<file path="config.mk">
export PLATFORM = sky130hd
export DESIGN_NAME = issue_stage
export DESIGN_NICKNAME = d
export VERILOG_FILES = /design/src/logic/rs_pkg.sv /design/src/logic/rob_tail_counter.sv /design/src/logic/reservation_station.sv /design/src/logic/issue_stage.sv
export SDC_FILE = /design/constraint.sdc
export NUM_CORES = 1
export LEC_CHECK = 0
export ABC_AREA = 1
export BUFFER_PORTS_ARGS = -buffer_cell sky130_fd_sc_hd__buf_2
export CORE_ASPECT_RATIO = 0.9
export CORE_MARGIN = 2
export CORE_UTILIZATION = 55
export DETAILED_ROUTE_END_ITERATION = 16
export PLACE_DENSITY = 0.81
export SETUP_SLACK_MARGIN = 0.15
export SYNTH_ARGS = -nofsm -noshare
export SYNTH_HDL_FRONTEND = slang
export SYNTH_SLANG_ARGS = --single-unit
</file>
<file path="constraint.sdc">
create_clock -name clock -period 8.9 [get_ports clock]
set_clock_uncertainty 0.2 [all_clocks]
set_input_delay 1.78 -clock clock [delete_from_list [all_inputs] [get_ports clock]]
set_output_delay 1.78 -clock clock [all_outputs]
set_load 0.01 [all_outputs]
</file>
<file path="src/logic/rs_pkg.sv">
`default_nettype none

package rs_pkg;

  // Station geometry, one entry per functional unit
  localparam int NUM_FU = 4;

  // Functional-unit kind codes
  localparam int FU_W = 2;

  localparam logic [FU_W-1:0] FU_ALU  = 2'd0;  // Integer ALU
  localparam logic [FU_W-1:0] FU_MULT = 2'd1;  // Multiplier
  localparam logic [FU_W-1:0] FU_MEM  = 2'd2;  // Load/store unit

  // Kind of each entry, entry 0 in the low slot
  localparam logic [NUM_FU-1:0][FU_W-1:0] FU_LIST = {
    FU_MEM,   // Entry 3
    FU_MULT,  // Entry 2
    FU_ALU,   // Entry 1
    FU_ALU    // Entry 0
  };

  // Reorder buffer indexing
  localparam int NUM_ROB = 16;
  localparam int ROB_W   = $clog2(NUM_ROB);  // 4 bits

  // Physical register tags, 32 of them
  localparam int TAG_W = 5;

  // Raw instruction word, carried through untouched
  localparam int INST_W = 32;

endpackage

`default_nettype wire

</file>
<file path="src/logic/rob_tail_counter.sv">
`default_nettype none

module rob_tail_counter (
  input  logic                     clock,
  input  logic                     reset,
  input  logic                     advance,           // Accepted dispatch this cycle
  input  logic                     rollback_en,
  input  logic [rs_pkg::ROB_W-1:0] rollback_rob_idx,  // Oldest index to squash
  output logic [rs_pkg::ROB_W-1:0] tail,
  output logic [rs_pkg::ROB_W-1:0] squash_count
);
  import rs_pkg::*;

  logic [ROB_W-1:0] tail_inc;

  // Next index handed out, wraps at the top of the ROB
  assign tail_inc = (tail == ROB_W'(NUM_ROB - 1)) ? '0 : tail + 1'b1;

  // Span from the rollback point up to the youngest allocated index.
  // Entries whose age relative to rollback_rob_idx falls inside this
  // span are younger than the mispredict and must go.
  assign squash_count = tail - rollback_rob_idx - 1'b1;

  always_ff @(posedge clock) begin
    if (reset) begin
      tail <= '0;
    end else if (rollback_en) begin
      tail <= rollback_rob_idx;  // Reclaim squashed indices
    end else if (advance) begin
      tail <= tail_inc;
    end
  end

  // Dispatch is refused by the station during a rollback
  a_no_advance_on_rollback : assert property (
    @(posedge clock) disable iff (reset)
    !(advance && rollback_en)
  );

endmodule

`default_nettype wire

</file>
<file path="src/logic/reservation_station.sv">
`default_nettype none

module reservation_station (
  input  logic                                          clock,
  input  logic                                          reset,
  // Dispatch port
  input  logic                                          dispatch_en,
  input  logic [rs_pkg::FU_W-1:0]                       dispatch_fu,
  input  logic [rs_pkg::INST_W-1:0]                     dispatch_inst,
  input  logic [rs_pkg::TAG_W-1:0]                      dispatch_dest_tag,
  input  logic [rs_pkg::TAG_W-1:0]                      src1_tag,
  input  logic [rs_pkg::TAG_W-1:0]                      src2_tag,
  input  logic                                          src1_ready,
  input  logic                                          src2_ready,
  input  logic [rs_pkg::ROB_W-1:0]                      dispatch_rob_idx,
  // Common data bus
  input  logic                                          complete_en,
  input  logic [rs_pkg::TAG_W-1:0]                      cdb_tag,
  // Rollback
  input  logic                                          rollback_en,
  input  logic [rs_pkg::ROB_W-1:0]                      rollback_rob_idx,
  input  logic [rs_pkg::ROB_W-1:0]                      squash_count,
  // Unit availability
  input  logic [rs_pkg::NUM_FU-1:0]                     fu_free,
  output logic                                          dispatch_accept,
  // Issue side, one slot per entry
  output logic [rs_pkg::NUM_FU-1:0]                     issue_ready,
  output logic [rs_pkg::NUM_FU-1:0][rs_pkg::INST_W-1:0] issue_inst,
  output logic [rs_pkg::NUM_FU-1:0][rs_pkg::TAG_W-1:0]  issue_dest_tag,
  output logic [rs_pkg::NUM_FU-1:0][rs_pkg::TAG_W-1:0]  issue_src1_tag,
  output logic [rs_pkg::NUM_FU-1:0][rs_pkg::TAG_W-1:0]  issue_src2_tag,
  output logic [rs_pkg::NUM_FU-1:0][rs_pkg::ROB_W-1:0]  issue_rob_idx
);
  import rs_pkg::*;

  // Entry storage
  logic [NUM_FU-1:0]             busy;
  logic [NUM_FU-1:0][INST_W-1:0] inst_q;
  logic [NUM_FU-1:0][TAG_W-1:0]  dest_tag_q;
  logic [NUM_FU-1:0][TAG_W-1:0]  src1_tag_q;
  logic [NUM_FU-1:0][TAG_W-1:0]  src2_tag_q;
  logic [NUM_FU-1:0]             src1_rdy_q;
  logic [NUM_FU-1:0]             src2_rdy_q;
  logic [NUM_FU-1:0][ROB_W-1:0]  rob_idx_q;

  // Per-entry status for this cycle
  logic [NUM_FU-1:0]             fu_match;    // Entry kind equals dispatch kind
  logic [NUM_FU-1:0]             src1_now;    // Stored or just broadcast
  logic [NUM_FU-1:0]             src2_now;
  logic [NUM_FU-1:0][ROB_W-1:0]  age;         // Distance from rollback point
  logic [NUM_FU-1:0]             squash;
  logic [NUM_FU-1:0]             issuing;
  logic [NUM_FU-1:0]             entry_free;  // Empty or leaving this cycle

  // Allocation
  logic [NUM_FU-1:0]             alloc_vec;   // One-hot first free match
  logic                          alloc_hit;
  logic [NUM_FU-1:0]             write_vec;
  logic                          new_src1_rdy;
  logic                          new_src2_rdy;

  always_comb begin
    for (int i = 0; i < NUM_FU; i++) begin
      fu_match[i]    = FU_LIST[i] == dispatch_fu;
      src1_now[i]    = src1_rdy_q[i] || (complete_en && src1_tag_q[i] == cdb_tag);
      src2_now[i]    = src2_rdy_q[i] || (complete_en && src2_tag_q[i] == cdb_tag);
      age[i]         = rob_idx_q[i] - rollback_rob_idx;
      squash[i]      = rollback_en && busy[i] && (age[i] <= squash_count);
      issue_ready[i] = busy[i] && src1_now[i] && src2_now[i] && !squash[i];
      issuing[i]     = issue_ready[i] && fu_free[i];
      entry_free[i]  = !busy[i] || issuing[i];
    end
  end

  // Priority search in index order
  always_comb begin
    alloc_vec = '0;
    alloc_hit = 1'b0;
    for (int i = 0; i < NUM_FU; i++) begin
      if (!alloc_hit && fu_match[i] && entry_free[i]) begin
        alloc_vec[i] = 1'b1;
        alloc_hit    = 1'b1;
      end
    end
  end

  assign dispatch_accept = alloc_hit && !rollback_en;  // Never during rollback
  assign write_vec       = (dispatch_en && dispatch_accept) ? alloc_vec : '0;

  // Incoming sources also see the broadcast of this cycle
  assign new_src1_rdy = src1_ready || (complete_en && src1_tag == cdb_tag);
  assign new_src2_rdy = src2_ready || (complete_en && src2_tag == cdb_tag);

  always_ff @(posedge clock) begin
    if (reset) begin
      busy <= '0;
    end else begin
      for (int i = 0; i < NUM_FU; i++) begin
        if (write_vec[i]) begin
          busy[i] <= 1'b1;
        end else if (issuing[i] || squash[i]) begin
          busy[i] <= 1'b0;  // Issued or squashed
        end
      end
    end
  end

  always_ff @(posedge clock) begin
    for (int i = 0; i < NUM_FU; i++) begin
      if (write_vec[i]) begin
        inst_q[i]     <= dispatch_inst;
        dest_tag_q[i] <= dispatch_dest_tag;
        src1_tag_q[i] <= src1_tag;
        src2_tag_q[i] <= src2_tag;
        src1_rdy_q[i] <= new_src1_rdy;
        src2_rdy_q[i] <= new_src2_rdy;
        rob_idx_q[i]  <= dispatch_rob_idx;
      end else begin
        // Capture CDB wakeups so readiness sticks
        src1_rdy_q[i] <= src1_now[i];
        src2_rdy_q[i] <= src2_now[i];
      end
    end
  end

  assign issue_inst     = inst_q;
  assign issue_dest_tag = dest_tag_q;
  assign issue_src1_tag = src1_tag_q;
  assign issue_src2_tag = src2_tag_q;
  assign issue_rob_idx  = rob_idx_q;

  // A blocked entry keeps offering itself with the same fields
  // until its unit takes it or a rollback removes it
  for (genvar g = 0; g < NUM_FU; g++) begin : g_hold
    a_ready_held : assert property (
      @(posedge clock) disable iff (reset)
      issue_ready[g] && !fu_free[g] |=> issue_ready[g] || rollback_en
    );

    a_fields_held : assert property (
      @(posedge clock) disable iff (reset)
      issue_ready[g] && !fu_free[g] |=>
        $stable(inst_q[g]) && $stable(dest_tag_q[g]) && $stable(rob_idx_q[g])
    );
  end

endmodule

`default_nettype wire

</file>
<file path="src/logic/issue_stage.sv">
`default_nettype none

module issue_stage (
  input  logic                                          clock,
  input  logic                                          reset,
  // Dispatch
  input  logic                                          dispatch_en,
  input  logic [rs_pkg::FU_W-1:0]                       dispatch_fu,
  input  logic [rs_pkg::INST_W-1:0]                     dispatch_inst,
  input  logic [rs_pkg::TAG_W-1:0]                      dispatch_dest_tag,
  input  logic [rs_pkg::TAG_W-1:0]                      src1_tag,
  input  logic [rs_pkg::TAG_W-1:0]                      src2_tag,
  input  logic                                          src1_ready,
  input  logic                                          src2_ready,
  // CDB
  input  logic                                          complete_en,
  input  logic [rs_pkg::TAG_W-1:0]                      cdb_tag,
  // Mispredict recovery
  input  logic                                          rollback_en,
  input  logic [rs_pkg::ROB_W-1:0]                      rollback_rob_idx,
  input  logic [rs_pkg::NUM_FU-1:0]                     fu_free,
  output logic                                          dispatch_accept,
  output logic [rs_pkg::ROB_W-1:0]                      dispatch_rob_idx,
  // Issue
  output logic [rs_pkg::NUM_FU-1:0]                     issue_ready,
  output logic [rs_pkg::NUM_FU-1:0][rs_pkg::INST_W-1:0] issue_inst,
  output logic [rs_pkg::NUM_FU-1:0][rs_pkg::TAG_W-1:0]  issue_dest_tag,
  output logic [rs_pkg::NUM_FU-1:0][rs_pkg::TAG_W-1:0]  issue_src1_tag,
  output logic [rs_pkg::NUM_FU-1:0][rs_pkg::TAG_W-1:0]  issue_src2_tag,
  output logic [rs_pkg::NUM_FU-1:0][rs_pkg::ROB_W-1:0]  issue_rob_idx
);
  import rs_pkg::*;

  logic             advance;       // Instruction taken this cycle
  logic [ROB_W-1:0] squash_count;

  assign advance = dispatch_en && dispatch_accept;

  rob_tail_counter u_tail (
    .clock            (clock),
    .reset            (reset),
    .advance          (advance),
    .rollback_en      (rollback_en),
    .rollback_rob_idx (rollback_rob_idx),
    .tail             (dispatch_rob_idx),  // Current tail is the next ROB index
    .squash_count     (squash_count)
  );

  reservation_station u_rs (
    .clock             (clock),
    .reset             (reset),
    .dispatch_en       (dispatch_en),
    .dispatch_fu       (dispatch_fu),
    .dispatch_inst     (dispatch_inst),
    .dispatch_dest_tag (dispatch_dest_tag),
    .src1_tag          (src1_tag),
    .src2_tag          (src2_tag),
    .src1_ready        (src1_ready),
    .src2_ready        (src2_ready),
    .dispatch_rob_idx  (dispatch_rob_idx),
    .complete_en       (complete_en),
    .cdb_tag           (cdb_tag),
    .rollback_en       (rollback_en),
    .rollback_rob_idx  (rollback_rob_idx),
    .squash_count      (squash_count),
    .fu_free           (fu_free),
    .dispatch_accept   (dispatch_accept),
    .issue_ready       (issue_ready),
    .issue_inst        (issue_inst),
    .issue_dest_tag    (issue_dest_tag),
    .issue_src1_tag    (issue_src1_tag),
    .issue_src2_tag    (issue_src2_tag),
    .issue_rob_idx     (issue_rob_idx)
  );

endmodule

`default_nettype wire

</file>
==> results of run 1 <==
per-stage QoR:
step                      total power [W]  hold slack, ns  instance area, um2
after floorplan                   0.00131           0.282                9070
after global placement            0.00138           0.316               10700
after detailed placement          0.00139           0.320               10700
after CTS                         0.00227           0.332               11400
after global routing              0.00233           0.371               11400
final                             0.00226           0.331               11400
worst paths after layout:
| path | slack [ns] | endpoint | startpoint |
|---|---|---|---|
| worst max-delay path | 2.23 | dispatch_accept | rollback_rob_idx[1] |
| worst min register to register | 0.33 | u_rs.busy[3] | u_rs.busy[3] |
| worst min-delay path | 0.33 | u_rs.busy[3] | u_rs.busy[3] |
| worst max register to register | 4.24 | u_rs.issue_src2_tag[17] | u_tail.tail[1] |
state kept, by name, summed over array words and instances, names as in the netlist:
register / cells
u_rs.issue_rob_idx: 16
u_rs.issue_inst: 128
u_tail.tail: 4
u_rs.issue_src2_tag: 20
u_rs.issue_dest_tag: 20
u_rs.busy: 4
u_rs.src2_rdy_q: 4
u_rs.issue_src1_tag: 20
u_rs.src1_rdy_q: 4
final cells by class:
class	count	share of cell area, %
clock inverter	8	0.639
multi-input combinational	388	18.7
tap	207	2.28
timing repair buffer	283	12.5
inverter	106	3.59
clock buffer	30	5.49
sequential	220	56.8
power breakdown:
part / switching [W] / internal, W
combinational: 0.000130 / 0.0000734
sequential: 0.0000124 / 0.00115
clock: 0.000366 / 0.000520
total: 0.000508 / 0.00175
layer usage:
metal  share of wire (%)  up-vias  track usage [%]
met3                  11       48             8.97
met2                  50      324             44.8
met4                 2.9        2             8.56
met1                  35     3112             30.5
met5               0.056        -                0
li1                    -     3023                -
tightest hold or removal path, delay by kind of cell, from the launching register on:
family           cells  cell delay (ns)
AO/OA/AOI/OAI        1             0.06
AND/OR/NAND/NOR      1             0.09
flip-flops           1             0.34
cell usage after synthesis, types with 6 or more instances:
cell type  number  share of area, %
ha_1           29               4.0
buf_6           7              0.87
nand2_1       186               7.7
a21oi_1        12              0.66
nand3_1        25               1.4
nand4_1         6              0.41
edfxtp_1      204                68
dfxtp_1        16               3.5
xor2_1         12               1.2
o21ai_0        13              0.72
nor2_1         52               2.2
inv_1          93               3.8
o21ai_1         7              0.39
inv_2           8              0.33
cell families (layout without fill, tap and decap cells):
kind of cell,after synthesis,in the layout,synth area share [%]
AND/OR/NAND/NOR,289,289,13.5
flip-flops,220,220,71.0
buffers and inverters,117,427,5.56
AO/OA/AOI/OAI,51,51,3.42
adder cells (fa/ha/maj),34,34,5.10
XOR/XNOR,14,14,1.35
==> results.ini, run 1 <==
[placement]
place.gp.congestion = 0.831
place_ws_ns = 2.21
dp_cells = 1204
io_buffers = 281
detailedPlacementHpwl_um = 16200

[sta]
fin_crit_ns = 6.67
setup_slack_ns = 2.23
rsz0062_at_grt = false
final-hold-violation-count = 0
slew_headroom_pct = 25.7
setup_viol = 0
final_max_slew_viol_count = 0
worst_pin_slew_ns = 1.11
fmax_ghz = 0.150
setup_tns_ns = 0
fin_crit_sh_pct = 75.0

[critical_path]
path_class = in2out
cp_max_fo = 11
endpoint_kind = primary output
cp_num_buf_inv = 6
cp_slowest_stage_delay_ns = 0.40
critical_path_depth = 24
cp_slowest_cell = inv_1
critPathMostFrequentCell = nand2_1
reg2regPathDepth = 23
worst_setup_path_start_kind = input port
required_ns = 6.92
worstPathCellList = buf_2 -> inv_1 -> ha_1 -> a21oi_1 -> nor2_1 -> nor2_1 -> xor2_1 -> inv_1 -> ha_1 -> nand2_1 -> inv_1 -> nand2_1 -> nand2_1 -> nand2_1 -> nand2_1 -> nand2_1 -> inv_1 -> nand3_1 -> a21oi_1 -> nand2_1 -> nand2_1 -> nor2_1 -> nor2_1 -> buf_2
critPathTopFamily = simple AND/OR/NAND/NOR gates
critPathArrivalTime_ns = 4.69

[die]
num_rows = 44
pin_count = 282
start_util_pct = 56.3
dieHeight_um = 126
die-area_um2 = 17500
die_x_um = 139
core_um2 = 16100

[detailed_routing]
via_per_inst = 5.24
drc = 0
dr.pass1.iters = 5
detail-route-antenna-nets = 0
drt_wl_total_um = 23200
via_count = 6509
wl_per_cell_um = 18.7
drtIter0Drc = 526

[clock_network]
cts_made_buffers = 21
clkTransAtPathRegs_ns = 0.06
htree_levels = 1
worst_skew_pair.late_latency_ns = 0.49
cts.sinks = 220
clockBufferDepth = 3
post_cts_buffers = 0
cts_root_buffer = clkbuf_16
postCtsHoldBufs = 0
cts_tree = done
post_cts_resized = 0

[synth]
yosysUniqueCellTypes = 35
synth_edf_count = 204
yosys_warnings = 0
syn_inst = 725
syn_avg_cell_area_um2 = 12.5
synth_ff_type = edfxtp_1
async_flop_share_pct = 0
syn_area_um2 = 9070
synth-seq-area-share_pct = 71.0
ys_seq_elements = 220
synth_nets = 828

[global_routing]
grt_use_total_pct = 25.9
grt_overflow = 0
antenna_found_initial = 1
grt_pass1_vias = 6435
grt_pass1_wl_um = 34900
grt_max_degree = 54

[pwr]
power_density_nw_per_um2 = 199
p_leak_nw = 5.09
ir_drop_v = 0.000187

[cells_and_area]
stdcell_count = 1242
nets = 1123
seqCellArea_um2 = 6450
drive_gt1_share_pct = 34.0
antenna_cells = 0
fin_util_pct = 70.4
multi_input_comb_area_um2 = 2120
layout_common_cells = 281 x buf_2, 204 x edfxtp_1, 186 x nand2_1
final.fill_count = 1133
area_growth_pct = 25.1
final_common_cell = buf_2

[flow_run]
maxCapViolations = 0

[worst_hold_path]
hold_path_depth = 2
hold_path_class = reg2reg

[status]
status = complete, no violations

No activity file was read; power rests on OpenSTA's default activity.
==> run 2, diff against run 1 <==
CORE_UTILIZATION = 46   (was 55)
PLACE_DENSITY = 0.72   (was 0.81)
clock period = 6.1 ns   (was 8.9 ns; I/O delays follow)
==> run 2 against run 1 <==
Non-clock buffer count up 6. Final area up 1.9%. Critical path type unchanged. Die area up 19%.
==> results.ini, run 2 (synthesis gave the netlist of run 1 again) <==
[status]
status = complete, no violations

[worst_hold_path]
hold_path_class = reg2reg
min_to = u_rs.busy[3]
hold_path_depth = 2  ; unchanged
holdCritStartpoint = u_rs.busy[3]

[die]
core_um2 = 19300  ; +20%
num_rows = 48  ; +9.1%
dieHeight_um = 137  ; +9.1%
start_util_pct = 47.1  ; -9.2 points
die-area_um2 = 20900  ; +19%
pin_count = 282  ; unchanged
die_x_um = 152  ; +9.1%

[critical_path]
endpoint_kind = primary output
worst_setup_path_start_kind = input port
cp_max_fo = 11  ; unchanged
r2r-end = u_rs.issue_inst[87]
path_class = in2out
r2r_slack_ns = 2.04  ; -2.20 ns
critPathArrivalTime_ns = 4.17  ; -0.52 ns
timing.rr.start = u_tail.tail[2]
cp-startpoint = rollback_rob_idx[1]
reg2regPathDepth = 22  ; -4.3%
required_ns = 4.68  ; -2.24 ns

[detailed_routing]
detail-route-antenna-nets = 0  ; unchanged
drt_wl_total_um = 23700  ; +2.3%
dr.pass1.iters = 5  ; unchanged
drtIter0Drc = 310  ; -41%
via_per_inst = 4.93  ; -5.9%
via_count = 6383  ; -1.9%
drc = 0  ; unchanged
wl_per_cell_um = 18.3  ; -1.9%

[clock_network]
cts_tree = done
postCtsHoldBufs = 0  ; unchanged
cts_made_buffers = 23  ; +9.5%
cts_root_buffer = clkbuf_16
post_cts_resized = 0  ; unchanged
post_cts_buffers = 0  ; unchanged
clkTransAtPathRegs_ns = 0.06  ; about the same
htree_levels = 1  ; unchanged
cts.sinks = 220  ; unchanged
clockBufferDepth = 3  ; unchanged
worst_skew_pair.late_latency_ns = 0.52  ; +0.03 ns

[global_routing]
grt_pass1_vias = 6370  ; -1.0%
grt_max_degree = 43  ; -20%
use_met1_pct = 27.3  ; -3.2 points
grt_busiest_layer = met2
grt_pass1_wl_um = 35200  ; +0.83%
met3_usage_pct = 8.12  ; -0.86 points
use_met2_pct = 36.4  ; -8.3 points
antenna_found_initial = 0  ; -1
grt_overflow = 0  ; unchanged
grt_use_total_pct = 22.1  ; -3.8 points

[sta]
slew_headroom_pct = 53.9  ; +28 points
setup_tns_ns = 0  ; unchanged
worst_pin_slew_ns = 0.692  ; -0.421 ns
fmax_ghz = 0.179
fin_crit_ns = 5.59
rsz0062_at_grt = false
setup_viol = 0  ; unchanged
fin_crit_sh_pct = 91.7
final_max_slew_viol_count = 0  ; unchanged
final-hold-violation-count = 0  ; unchanged
timing.hold.ws_ns = 0.332  ; +0.000802 ns

[pwr]
ir_drop_v = 0.000316  ; +69%
power.total_w = 0.00348  ; +54%
p_int_w = 0.00270  ; +54%
power_density_nw_per_um2 = 301  ; +51%
p_leak_nw = 5.18  ; +1.7%
switching_share_pct = 22.4  ; -0.14 points
p_comb_share_pct = 8.5  ; -0.5 points
p_clk_share_pct = 42.6  ; +3.3 points
pwr-share-seq_pct = 48.9  ; -2.8 points
switching_power_w = 0.000779  ; +53%

[cells_and_area]
final_common_cell = buf_2
antenna_cells = 0  ; unchanged
stdcell_count = 1295  ; +4.3%
layout_common_cells = 281 x buf_2, 204 x edfxtp_1, 186 x nand2_1
drive_gt1_share_pct = 34.3  ; +0.25 points
final.fill_count = 1573  ; +39%
nets = 1131  ; +0.71%
largest_register_ffs = 128  ; unchanged
area_growth_pct = 27.5

[flow_run]
maxCapViolations = 0  ; unchanged

[placement]
detailedPlacementHpwl_um = 17200  ; +6.0%
io_buffers = 281  ; unchanged
place.gp.congestion = 0.832  ; +0.13%
dp_cells = 1253  ; +4.1%

[run 2: cell types whose count changed in the layout (fill, tap and decap cells not counted), sizes merged]
cell,before,now
buf,283,289
clkinv,6,11
bufinv,1,5
clkbuf,30,27
clkinvlp,2,0
[run 2: through the flow]
| stage | worst slack [ns] | cell area, um2 | util (%) |
|---|---|---|---|
| 3_3_place_gp | 0.594 | 10800 | 55.9 |
| 4_1_cts | 0.547 | 11600 | 60.0 |
| 5_1_grt | 0.176 | 11600 | 60.0 |
| 3_5_place_dp | 0.546 | 10800 | 55.9 |
| 2_1_floorplan | 1.10 | 9070 | - |
| 6_report | 0.507 | 11600 | 60.0 |
[run 2: how the worst max path moves through the flow]
stage / end / cells past startpoint
2_1_floorplan: dispatch_accept / 22
3_3_place_gp: dispatch_accept / 24
3_5_place_dp: dispatch_accept / 23
4_1_cts: dispatch_accept / 23
5_1_grt: dispatch_accept / 24
6_report: dispatch_accept / 23
[run 2: cell type report]
cell class	instances	area, um2	area share (%)
clock buffer	27	591	5.11
clock inverter	15	206	1.78
inverter	106	408	3.53
multi-input combinational	388	2120	18.4
sequential	220	6450	55.7
tap	250	313	2.70
timing repair buffer	289	1480	12.8
[run 2: power by group through the flow]
stage          clock, W  combinational (W)  sequential (W)
6_report        0.00148           0.000295         0.00170
5_1_grt         0.00156           0.000337         0.00170
4_1_cts         0.00151           0.000297         0.00170
3_5_place_dp          0           0.000295         0.00173
3_3_place_gp          0           0.000284         0.00173
2_1_floorplan         0           0.000179         0.00174
[run 2: critical path, cell delays in order]
cell     delay [ns]
buf_2          0.10
inv_1          0.40
ha_1           0.32
a21oi_1        0.14
nor2_1         0.05
nor2_1         0.11
xor2_1         0.15
inv_1          0.12
ha_1           0.34
nand3_1        0.08
nand2_1        0.07
inv_1          0.03
nand2_1        0.05
nand2_1        0.05
nand2_1        0.08
nand3_1        0.08
nand2_1        0.11
inv_1          0.06
nand2_1        0.07
nand2_1        0.05
nor2_1         0.25
nor2_1         0.08
buf_2          0.15
[run 2: per-layer routing]
metal / share of wire [%] / wire length (um)
met1: 40 / 9490
met2: 47 / 11200
met3: 9.5 / 2240
met4: 3.2 / 769
met5: 0 / 0
==> run 3, diff against run 2 <==
ABC_AREA = 0   (was 1)
BUFFER_PORTS_ARGS = default   (was -buffer_cell sky130_fd_sc_hd__buf_2)
CORE_ASPECT_RATIO = default   (was 0.9)
CORE_UTILIZATION = 57   (was 46)
DONT_BUFFER_PORTS = 1   (was default)
PLACE_DENSITY = 0.71   (was 0.72)
==> run 3 against run 2 <==
Final area shrank 18%. Routed wire length decreased by 21%. Synthesized cell count is 33% lower. Clock power is 16% lower. Power decreased by 8.4%. Critical path type unchanged. Critical endpoint unchanged. Highest routed layer unchanged.
==> results.ini, run 3 <==
[clock_network]
clockBufferDepth = 3  ; unchanged
cts_made_buffers = 21  ; -8.7%
clkTransAtPathRegs_ns = 0.06  ; about the same
post_cts_resized = 0  ; unchanged
cts_root_buffer = clkbuf_16
cts_tree = done
post_cts_buffers = 0  ; unchanged
worst_skew_pair.late_latency_ns = 0.49  ; -0.03 ns
htree_levels = 1  ; unchanged
cts.sinks = 220  ; unchanged
postCtsHoldBufs = 0  ; unchanged

[synth]
ys_seq_elements = 220  ; unchanged
synth-seq-area-share_pct = 75.1  ; +4.0 points
synth_top_area_cell = edfxtp_1
synth_edf_count = 204  ; unchanged
synth_most_common_cell = edfxtp_1
syn_avg_cell_area_um2 = 17.7  ; +42%
synth_ff_type = edfxtp_1
async_flop_share_pct = 0  ; unchanged
synth_nets = 587  ; -29%
syn_inst = 484  ; -33%
synth_top_area_share_pct = 71.4  ; +3.8 points
synth_common_cells = 204 x edfxtp_1, 45 x xor2_1, 29 x ha_1
yosys-top-cells-area = edfxtp_1 71%, xor2_1 4.6%, ha_1 4.2%
yosysUniqueCellTypes = 56  ; +60%
syn_area_um2 = 8580  ; -5.4%
yosys_warnings = 0  ; unchanged

[placement]
io_buffers = 0  ; -100%
place.gp.congestion = 0.895  ; +7.6%
detailedPlacementHpwl_um = 12900  ; -25%

[critical_path]
critPathTopFamily = compound AO/OA/AOI/OAI gates
required_ns = 4.68  ; about the same
cp_max_fo = 11  ; unchanged
worstPathCellList = clkinvlp_4 -> ha_1 -> a21o_1 -> a21oi_1 -> xnor2_1 -> ha_1 -> nand3b_1 -> nor3b_1 -> a311o_1 -> o2111ai_1 -> buf_4 -> a311oi_1 -> nor3_1 -> nor2_1
cp_slowest_cell = ha_1
critPathMostFrequentCell = ha_1
cp_slowest_stage_delay_ns = 0.39  ; about the same
endpoint_kind = primary output
path_class = in2out
worst_setup_path_start_kind = input port
cp_num_buf_inv = 2  ; -4
critPathArrivalTime_ns = 4.18  ; about the same

[detailed_routing]
via_per_inst = 6.03  ; +22%
dr.pass1.iters = 4  ; -1
via_count = 4256  ; -33%
wl_per_cell_um = 26.6  ; +45%
drc = 0  ; unchanged
drt_wl_total_um = 18800  ; -21%
drtIter0Drc = 366  ; +18%
detail-route-antenna-nets = 0  ; unchanged

[sta]
timing.hold.ws_ns = 0.337  ; +0.00552 ns
final_max_slew_viol_count = 0  ; unchanged
fmax_ghz = 0.178  ; -0.18%
final-hold-violation-count = 0  ; unchanged
setup_viol = 0  ; unchanged
fin_crit_sh_pct = 91.9  ; +0.17 points
rsz0062_at_grt = false
fin_crit_ns = 5.60  ; +0.0103 ns
setup_tns_ns = 0  ; unchanged
slew_headroom_pct = 53.8  ; about the same
worst_pin_slew_ns = 0.691  ; -0.000889 ns

[worst_hold_path]
hold_path_class = reg2reg

[status]
status = complete, no violations

[die]
num_rows = 44  ; -8.3%
core_um2 = 14600  ; -24%
die_x_um = 127  ; -17%
dieHeight_um = 127  ; -7.7%
start_util_pct = 58.6  ; +12 points
pin_count = 282  ; unchanged
die-area_um2 = 16100  ; -23%

[pwr]
pwr-share-seq_pct = 54.2  ; +5.3 points
p_clk_share_pct = 38.9  ; -3.7 points
p_comb_share_pct = 7.0  ; -1.5 points
p_leak_nw = 3.24  ; -37%
p_int_w = 0.00251  ; -6.9%
ir_drop_v = 0.000250  ; -21%
switching_power_w = 0.000674  ; -14%
power_density_nw_per_um2 = 336  ; +12%
switching_share_pct = 21.1  ; -1.3 points

[cells_and_area]
antenna_cells = 0  ; unchanged
multi_input_comb_area_um2 = 1970  ; -7.4%
area_growth_pct = 10.6
largest_register_ffs = 128  ; unchanged
seqCellArea_um2 = 6450  ; unchanged
nets = 611  ; -46%
layout_common_cells = 204 x edfxtp_1, 45 x xor2_1, 29 x ha_1
final.fill_count = 1011  ; -36%
drive_gt1_share_pct = 11.7  ; -23 points
final_common_cell = edfxtp_1

[global_routing]
grt_overflow = 0  ; unchanged
antenna_found_initial = 0  ; unchanged
grt_pass1_wl_um = 27400  ; -22%
grt_max_degree = 42  ; -2.3%
grt_pass1_vias = 4355  ; -32%
grt_use_total_pct = 22.7  ; +0.62 points

[flow_run]
maxCapViolations = 0  ; unchanged

run 3: cell count changes after synthesis, moves of 9 or more:
| cell | before | now |
|---|---|---|
| nand2_1 | 186 | 9 |
| inv_1 | 93 | 23 |
| nor2_1 | 52 | 12 |
| xor2_1 | 12 | 45 |
| nand3_1 | 25 | 5 |
| xnor2_1 | 2 | 20 |
| a21oi_1 | 12 | 23 |
| nor4_1 | 0 | 9 |
run 3: cells by family (layout without fill, tap and decap cells):
| logic type | after synthesis | count (layout) | synth area share (%) |
|---|---|---|---|
| flops | 220 | 220 | 75.1 |
| xor+xnor | 66 | 66 | 6.82 |
| compound gates | 65 | 65 | 5.77 |
| simple gates | 63 | 63 | 4.33 |
| fa+ha+maj | 35 | 35 | 5.51 |
| buf+inv | 32 | 70 | 2.13 |
| mux | 3 | 3 | 0.350 |
run 3: final cells by class:
cell class | count | area share, %
clock inverters | 11 | 1.19
repair buffers | 10 | 1.05
flip-flops and latches | 220 | 67.9
multi-input cells | 232 | 20.7
clock buffers | 26 | 5.74
inverters | 23 | 0.949
well taps | 184 | 2.43
run 3: routing by layer:
metal | global-route usage (%) | vias to the layer above | part of all wire, %
met5 | 0 | - | 0
met4 | 4.91 | 0 | 1.1
met3 | 9.11 | 22 | 11
met2 | 38.5 | 217 | 51
met1 | 27.9 | 2127 | 37
li1 | - | 1890 | -
run 3: power by group through the flow:
| stage | Combinational (W) | Sequential [W] | Clock (W) |
|---|---|---|---|
| 6_report | 0.000222 | 0.00173 | 0.00124 |
| 5_1_grt | 0.000248 | 0.00173 | 0.00132 |
| 4_1_cts | 0.000223 | 0.00173 | 0.00126 |
| 3_5_place_dp | 0.000221 | 0.00176 | 0 |
| 3_3_place_gp | 0.000213 | 0.00176 | 0 |
| 2_1_floorplan | 0.000178 | 0.00175 | 0 |
run 3: worst paths after layout:
path / from / cells past startpoint / to / slack [ns]
worst max-delay path: rollback_rob_idx[1] / 14 / dispatch_accept / 0.50
worst min-delay path: u_rs.src2_rdy_q[2] / 2 / u_rs.src2_rdy_q[2] / 0.34
worst max register to register: u_tail.tail[0] / 14 / u_rs.issue_inst[36] / 1.91
worst min register to register: u_rs.src2_rdy_q[2] / 2 / u_rs.src2_rdy_q[2] / 0.34
run 3: worst min-delay path, cell delays in order, from the launching register on:
cell and delay, ns:
dfxtp_1 0.31, a31oi_1 0.07, mux2i_1 0.12
run 3: stage by stage:
step | worst slack [ns] | utilization [%] | instance area (um2) | cells | total power, W
6_report | 0.497 | 64.8 | 9490 | 706 | 0.00319
5_1_grt | 0.248 | 64.8 | 9490 | 706 | 0.00329
4_1_cts | 0.463 | 64.8 | 9490 | 706 | 0.00321
3_5_place_dp | 0.506 | 60.3 | 8830 | 669 | 0.00198
3_3_place_gp | 0.579 | 60.3 | 8830 | 669 | 0.00197
2_1_floorplan | 0.169 | - | 8590 | 484 | 0.00193
